[config.mk]
export PLATFORM = sky130hd
export DESIGN_NAME = dl_top
export DESIGN_NICKNAME = d
export VERILOG_FILES = /design/src/design/dl_pkg.sv /design/src/design/dl_byte_split.sv /design/src/design/dl_cfg_bank.sv /design/src/design/dl_ctrl.sv /design/src/design/dl_top.sv
export SDC_FILE = /design/constraint.sdc
export NUM_CORES = 1
export LEC_CHECK = 0
export BUFFER_PORTS_ARGS = -buffer_cell sky130_fd_sc_hd__buf_2
export CORE_ASPECT_RATIO = 1.25
export CORE_MARGIN = 2
export CORE_UTILIZATION = 55
export CTS_BUF_LIST = sky130_fd_sc_hd__clkbuf_4
export DETAILED_ROUTE_END_ITERATION = 10
export PLACE_DENSITY = 0.81
export SLEW_MARGIN = 10
export SYNTH_ARGS = -nofsm -noshare
export SYNTH_HDL_FRONTEND = slang
export SYNTH_SLANG_ARGS = --single-unit
[constraint.sdc]
create_clock -name clk_rom -period 1.9 [get_ports clk_rom]
set_input_delay 0.285 -clock clk_rom [delete_from_list [all_inputs] [get_ports clk_rom]]
set_output_delay 0.285 -clock clk_rom [all_outputs]
set_load 0.1 [all_outputs]
[src/design/dl_pkg.sv]
// Shared index codes, widths and reset values for the download path, imported by every RTL module
`default_nettype none

package dl_pkg;

    // Host file indices as sent by the firmware
    // Index 0 is always the main ROM file
    localparam logic [7:0] IDX_ROM = 8'd0;

    // Core-mode byte, loaded ahead of the ROM
    localparam logic [7:0] IDX_MOD = 8'd1;

    // DIP switch settings, taken from the game's description file
    localparam logic [7:0] IDX_DIP = 8'd254;

    // Host side address, wide enough for the largest file
    localparam int HOST_AW = 27;

    // Byte address on the ROM programming port
    // Upper host bits are dropped here
    localparam int ROM_AW = 25;

    // DIP switch word is built from this many bytes
    localparam int DIP_BYTES = 4;

    // Core-mode register
    // Bit 0 set means horizontal screen, the usual default
    localparam int MOD_W = 7;
    localparam logic [MOD_W-1:0] MOD_RESET = 7'd1;

endpackage

`default_nettype wire

[src/design/dl_byte_split.sv]
// Host write splitter: narrow mode registers byte writes, wide mode turns one 16-bit write into two
`default_nettype none

module dl_byte_split
    import dl_pkg::*;
#(
    parameter int WIDE      = 1,
    parameter int SPLIT_GAP = 8
)(
    input  wire                clk_rom,
    input  wire                rst,
    input  wire                host_wr,
    input  wire  [HOST_AW-1:0] host_addr,
    input  wire  [15:0]        host_data,
    output logic               byte_wr,
    output logic [ROM_AW-1:0]  byte_addr,
    output logic [7:0]         byte_data
);

    generate
        if (WIDE == 0) begin : g_narrow
            // One byte per host write, just a register stage
            always_ff @(posedge clk_rom or posedge rst) begin
                if (rst) begin
                    byte_wr <= 1'b0;
                end else begin
                    byte_wr <= host_wr;
                end
            end

            always_ff @(posedge clk_rom) begin
                if (host_wr) begin
                    byte_addr <= host_addr[ROM_AW-1:0];
                    byte_data <= host_data[7:0];
                end
            end
        end else begin : g_wide
            // One-hot delay line, bit k high k+1 cycles after the host strobe
            logic [SPLIT_GAP-1:0] st;
            logic [7:0]           hi_data;
            logic [ROM_AW-2:0]    addr_hi;
            logic                 pending;

            assign pending = |st;

            always_ff @(posedge clk_rom or posedge rst) begin
                if (rst) begin
                    st      <= '0;
                    byte_wr <= 1'b0;
                end else begin
                    st      <= {st[SPLIT_GAP-2:0], host_wr};
                    // Low byte right away, high byte when the last stage fires
                    byte_wr <= host_wr | st[SPLIT_GAP-1];
                end
            end

            // High byte and word address are kept for the second write
            always_ff @(posedge clk_rom) begin
                if (host_wr) begin
                    hi_data   <= host_data[15:8];
                    addr_hi   <= host_addr[ROM_AW-1:1];
                    byte_addr <= {host_addr[ROM_AW-1:1], 1'b0};
                    byte_data <= host_data[7:0];
                end else if (st[SPLIT_GAP-1]) begin
                    byte_addr <= {addr_hi, 1'b1};
                    byte_data <= hi_data;
                end
            end

            // Host has no back-pressure, so a new word must wait for the high byte
            a_no_overlap: assert property (
                @(posedge clk_rom) disable iff (rst)
                host_wr |-> !pending
            ) else $error("host write arrived while a byte split was pending");
        end
    endgenerate

endmodule

`default_nettype wire

[src/design/dl_cfg_bank.sv]
// Configuration bank: collects DIP switch bytes into one word and holds the core-mode register
`default_nettype none

module dl_cfg_bank
    import dl_pkg::*;
(
    input  wire                          clk_rom,
    input  wire                          rst,
    input  wire                          dip_we,
    input  wire  [$clog2(DIP_BYTES)-1:0] dip_sel,
    input  wire                          mod_we,
    input  wire  [7:0]                   cfg_data,
    output logic [DIP_BYTES*8-1:0]       dipsw,
    output logic [MOD_W-1:0]             core_mod
);

    // Switch bytes, byte 0 ends up in the low bits of dipsw
    logic [7:0] dsw [DIP_BYTES];

    // All ones until the DIP file arrives, the usual default for active-low switches
    always_ff @(posedge clk_rom or posedge rst) begin
        if (rst) begin
            for (int i = 0; i < DIP_BYTES; i++) begin
                dsw[i] <= 8'hff;
            end
        end else if (dip_we) begin
            dsw[dip_sel] <= cfg_data;
        end
    end

    always_comb begin
        for (int i = 0; i < DIP_BYTES; i++) begin
            dipsw[8*i +: 8] = dsw[i];
        end
    end

    // Mode byte, top bit is spare
    always_ff @(posedge clk_rom or posedge rst) begin
        if (rst) begin
            core_mod <= MOD_RESET;
        end else if (mod_we) begin
            core_mod <= cfg_data[MOD_W-1:0];
        end
    end

endmodule

`default_nettype wire

[src/design/dl_ctrl.sv]
// Download control: decodes file index and byte address into ROM, DIP and core-mode write strobes
`default_nettype none

module dl_ctrl
    import dl_pkg::*;
(
    input  wire                          clk_rom,
    input  wire                          rst,
    input  wire                          host_download,
    input  wire  [7:0]                   host_index,
    input  wire                          byte_wr,
    input  wire  [ROM_AW-1:0]            byte_addr,
    input  wire  [7:0]                   byte_data,
    output logic                         rom_wr,
    output logic [ROM_AW-1:0]            rom_addr,
    output logic [7:0]                   rom_data,
    output logic                         dip_we,
    output logic [$clog2(DIP_BYTES)-1:0] dip_sel,
    output logic                         mod_we,
    output logic [7:0]                   cfg_data,
    output logic                         downloading
);

    localparam int DSEL_W = $clog2(DIP_BYTES);

    logic is_rom;
    logic is_dip;
    logic is_mod;
    logic dip_hit;
    logic mod_hit;

    // Index stays put for the whole file, so a plain compare is enough
    assign is_rom = host_index == IDX_ROM;
    assign is_dip = host_index == IDX_DIP;
    assign is_mod = host_index == IDX_MOD;

    // Only the first few bytes of the DIP file are switch settings
    assign dip_hit = is_dip && (byte_addr < ROM_AW'(DIP_BYTES));

    // Wide host writes the mode byte twice; the odd copy would clobber it
    assign mod_hit = is_mod && !byte_addr[0];

    always_ff @(posedge clk_rom or posedge rst) begin
        if (rst) begin
            rom_wr      <= 1'b0;
            dip_we      <= 1'b0;
            mod_we      <= 1'b0;
            downloading <= 1'b0;
        end else begin
            rom_wr      <= byte_wr && is_rom;
            dip_we      <= byte_wr && dip_hit;
            mod_we      <= byte_wr && mod_hit;
            // Busy flag for the ROM loader, mode and DIP files don't count
            downloading <= host_download && is_rom;
        end
    end

    // Payload follows the strobe, same cycle
    always_ff @(posedge clk_rom) begin
        if (byte_wr) begin
            rom_addr <= byte_addr;
            rom_data <= byte_data;
            cfg_data <= byte_data;
            dip_sel  <= byte_addr[DSEL_W-1:0];
        end
    end

    // Decode relies on the file index holding still during a download
    a_index_stable: assert property (
        @(posedge clk_rom) disable iff (rst)
        host_download && $past(host_download) |-> $stable(host_index)
    ) else $error("file index changed in the middle of a download");

endmodule

`default_nettype wire

[src/design/dl_top.sv]
// Download path top level: host port in, ROM byte port, DIP switch word and core mode out
`default_nettype none

module dl_top
    import dl_pkg::*;
#(
    parameter int WIDE      = 1,
    parameter int SPLIT_GAP = 8
)(
    input  wire                    clk_rom,
    input  wire                    rst,
    // Host download port
    input  wire                    host_download,
    input  wire  [7:0]             host_index,
    input  wire                    host_wr,
    input  wire  [HOST_AW-1:0]     host_addr,
    input  wire  [15:0]            host_data,
    // ROM programming
    output logic                   rom_wr,
    output logic [ROM_AW-1:0]      rom_addr,
    output logic [7:0]             rom_data,
    output logic                   downloading,
    // Settings
    output logic [DIP_BYTES*8-1:0] dipsw,
    output logic [MOD_W-1:0]       core_mod
);

    logic                         byte_wr;
    logic [ROM_AW-1:0]            byte_addr;
    logic [7:0]                   byte_data;

    logic                         dip_we;
    logic [$clog2(DIP_BYTES)-1:0] dip_sel;
    logic                         mod_we;
    logic [7:0]                   cfg_data;

    dl_byte_split #(
        .WIDE      ( WIDE      ),
        .SPLIT_GAP ( SPLIT_GAP )
    ) u_split (
        .clk_rom   ( clk_rom   ),
        .rst       ( rst       ),
        .host_wr   ( host_wr   ),
        .host_addr ( host_addr ),
        .host_data ( host_data ),
        .byte_wr   ( byte_wr   ),
        .byte_addr ( byte_addr ),
        .byte_data ( byte_data )
    );

    dl_ctrl u_ctrl (
        .clk_rom       ( clk_rom       ),
        .rst           ( rst           ),
        .host_download ( host_download ),
        .host_index    ( host_index    ),
        .byte_wr       ( byte_wr       ),
        .byte_addr     ( byte_addr     ),
        .byte_data     ( byte_data     ),
        .rom_wr        ( rom_wr        ),
        .rom_addr      ( rom_addr      ),
        .rom_data      ( rom_data      ),
        .dip_we        ( dip_we        ),
        .dip_sel       ( dip_sel       ),
        .mod_we        ( mod_we        ),
        .cfg_data      ( cfg_data      ),
        .downloading   ( downloading   )
    );

    dl_cfg_bank u_cfg (
        .clk_rom  ( clk_rom  ),
        .rst      ( rst      ),
        .dip_we   ( dip_we   ),
        .dip_sel  ( dip_sel  ),
        .mod_we   ( mod_we   ),
        .cfg_data ( cfg_data ),
        .dipsw    ( dipsw    ),
        .core_mod ( core_mod )
    );

endmodule

`default_nettype wire

==> results.toml <==
[outcome]
status = "finished clean"

[critical_path]
path_buf_inv = 1
path_max_fanout = 2
path_delay_family = "flip-flops"
cp_cell_sequence = "buf_2"
critPathCaptureType = "output pin"
required_ns = 1.62
crit_arrival_ns = 1.50
cpPeakStageDelay_ns = 0.56
critPathKind = "register to output pin"
start_kind = "register"
slowest_stage = "dfstp_2"

[synthesis]
synth_most_common_cell = "edfxtp_1"
syn_inst = 256
async_reset_ff_share_pct = 34.7
synth-simple-area-share_pct = 3.65
synth_edf_count = 97
synth_top_area_share_pct = 55.5
yosysSeqAreaShare_pct = 81.4
synth_common_cells = "edfxtp_1 (97), mux2_2 (47), dfstp_2 (33)"
synthTopCellsByArea = "edfxtp_1 (55%), dfstp_2 (17%), mux2_2 (10%), dfrtp_1 (9.1%), a22o_1 (4.0%)"
synth_top_family_by_area = "multiplexers"
yosysWarnings = 0
synthMuxAreaShare_pct = 10.1
ys.flop_type = "edfxtp_1"
yosysUniqueCellTypes = 25
synthAdderAreaFrac_pct = 0
yosysTopAreaCell = "edfxtp_1"
yosys_register_bits = 150
avgSynthCellArea_um2 = 20.5
synthesis.nets = 311
synthesis.area_um2 = 5250
synth_xor_area_share_pct = 0
synth_compound_area_share_pct = 4.00

[global_route]
grt_pass1_wl_um = 15200
grt_max_degree = 67
antenna_found_initial = 0
grt-ovfl-total = 0
grt_pass1_vias = 3001
track_usage_pct = 19.7

[cts]
cts_resized = 0
cts_hold_buf = 35
clock_latency_ns = 0.51
cts_buffers = 17
clk_pin_slew_ns = 0.12
clock-sinks = 150
post-cts-setup-buffers = 0
cts_tree = "yes"
clk_path_buf_depth = 2
ctsHtreeMaxLevel = 4
ctsRootBufferMaster = "clkbuf_4"

[timing]
worstMarginPinSlew_ns = 0.973
slew_viol_final = 0
layout_setup_ws_ns = 0.114
finalSetupViolations = 0
rsz0062_at_grt = "no"
fin_crit_sh_pct = 94.0
fin_crit_ns = 1.79
fmax_ghz = 0.560
finalSetupTns_ns = 0
hold_violations = 0
maxSlewHeadroom_pct = 34.8
fin_worst_skew_ns = 0.0159

[drt]
avgViaCountPerCell = 5.20
dr_wl_met2_um = 5140
vias = 2939
wl_met1_um = 3930
drt_iter0_drc = 192
wl_per_cell_um = 17.3
drc_errors = 0
firstDrtPassIters = 4
wl_met3_um = 538
highest_layer = "met4"
wl_um = 9790
ant_nets = 0

[placed_design]
gp_congestion = 0.743
port_buffers = 125
place_ws_ns = 0.289
dp_hpwl_um = 6270

[cells_and_area]
layout-drive-gt1-share_pct = 55.2
fillers = 558
finalNetCount = 485
area_growth_pct = 27.9
diodes = 0

[worst_hold_path]
hold_path.class = "primary input to register"

[floorplan]
dieHeight_um = 113
core_um2 = 9220
num_io_pins = 129
die_x_um = 91.4
rows = 39
dieArea_um2 = 10300
start_util_pct = 56.9

[pwr]
p_leak_uw = 0.00289
peakVddDrop_v = 0.000682
power_density_nw_per_um2 = 1040
power_uw = 6950

[job]
cap_viol_max_count = 0
worst paths after layout:
kind	slack [ns]	startpoint	cells after the start	endpoint
worst max-delay path	0.11	u_cfg.dipsw[24]$_DFFE_PP1P_	1	dipsw[24]
worst min-delay path	0.05	host_index[7]	3	u_ctrl.dip_we$_DFF_PP0_
worst max register to register	0.28	u_split.g_wide.st[7]$_DFF_PP0_	2	u_split.byte_addr[22]$_DFFE_PP_
worst min register to register	0.35	u_split.g_wide.st[2]$_DFF_PP0_	0	u_split.g_wide.st[3]$_DFF_PP0_
max in group asynchronous	0.98	rst	4	u_ctrl.rom_wr$_DFF_PP0_
min in group asynchronous	0.47	rst	4	u_split.g_wide.st[0]$_DFF_PP0_
state kept, by name (all words and copies together) (netlist names):
register	count
u_ctrl.rom_data	8
u_split.byte_data	8
u_ctrl.dip_we	1
u_split.byte_wr	1
u_cfg.dipsw	32
u_split.byte_addr	25
u_ctrl.mod_we	1
u_split.g_wide.hi_data	8
u_split.g_wide.st	8
u_ctrl.rom_addr	24
u_ctrl.rom_wr	1
u_cfg.core_mod	7
u_ctrl.dip_sel	1
u_ctrl.downloading	1
u_split.g_wide.addr_hi	24
power by group:
| part | total, uW | switching (uW) | internal (uW) |
|---|---|---|---|
| logic | 912 | 712 | 200 |
| registers | 3820 | 96.7 | 3730 |
| clock network | 2210 | 1050 | 1160 |
| total | 6950 | 1860 | 5090 |
area by class of cell:
cell class              count  area (um2)  area share, %
well taps                 123         154           2.29
inverters                   1        3.75         0.0559
multi-input cells          97         933           13.9
flip-flops and latches    150        4280           63.7
clock buffers              17         128           1.90
repair buffers            163        1010           15.1
clock inverters            14         208           3.09
routing by layer:
metal  vias up  GRT usage, %
met2       109          33.2
li1       1366             -
met5         -             0
met3        13          6.46
met4         0          8.18
met1      1451          23.3
placed cells by master (no fill, tap or decap), types with 2 or more instances in the layout:
| cell | Yosys | routed |
|---|---|---|
| nor2_1 | 3 | 3 |
| edfxtp_1 | 97 | 97 |
| clkinv_1 | 0 | 2 |
| clkinvlp_4 | 0 | 3 |
| nor4_1 | 5 | 5 |
| mux2_2 | 47 | 47 |
| buf_2 | 2 | 125 |
| dfrtp_1 | 19 | 19 |
| bufinv_16 | 0 | 5 |
| and3_1 | 3 | 3 |
| dlygate4sd3_1 | 0 | 35 |
| a22o_1 | 24 | 24 |
| clkbuf_4 | 0 | 17 |
| dfstp_2 | 33 | 33 |
| nand4b_1 | 2 | 2 |
| buf_4 | 2 | 2 |
| nand3b_2 | 2 | 2 |
| nor4b_1 | 3 | 3 |
metrics by stage:
stage	cell area [um2]	hold slack (ns)	instances	utilization, %
5_1_grt	6710	0.00290	565	72.8
4_1_cts	6710	0.0132	565	72.8
3_3_place_gp	6030	0.336	499	65.4
6_report	6710	0.0546	565	72.8
2_1_floorplan	5250	0.316	256	-
3_5_place_dp	6030	0.338	499	65.4
kinds of logic after synthesis:
group / Yosys count
flops: 150
mux: 47
simple gates: 26
compound gates: 24
buf+inv: 9
Power figures use the tool's default switching activity.
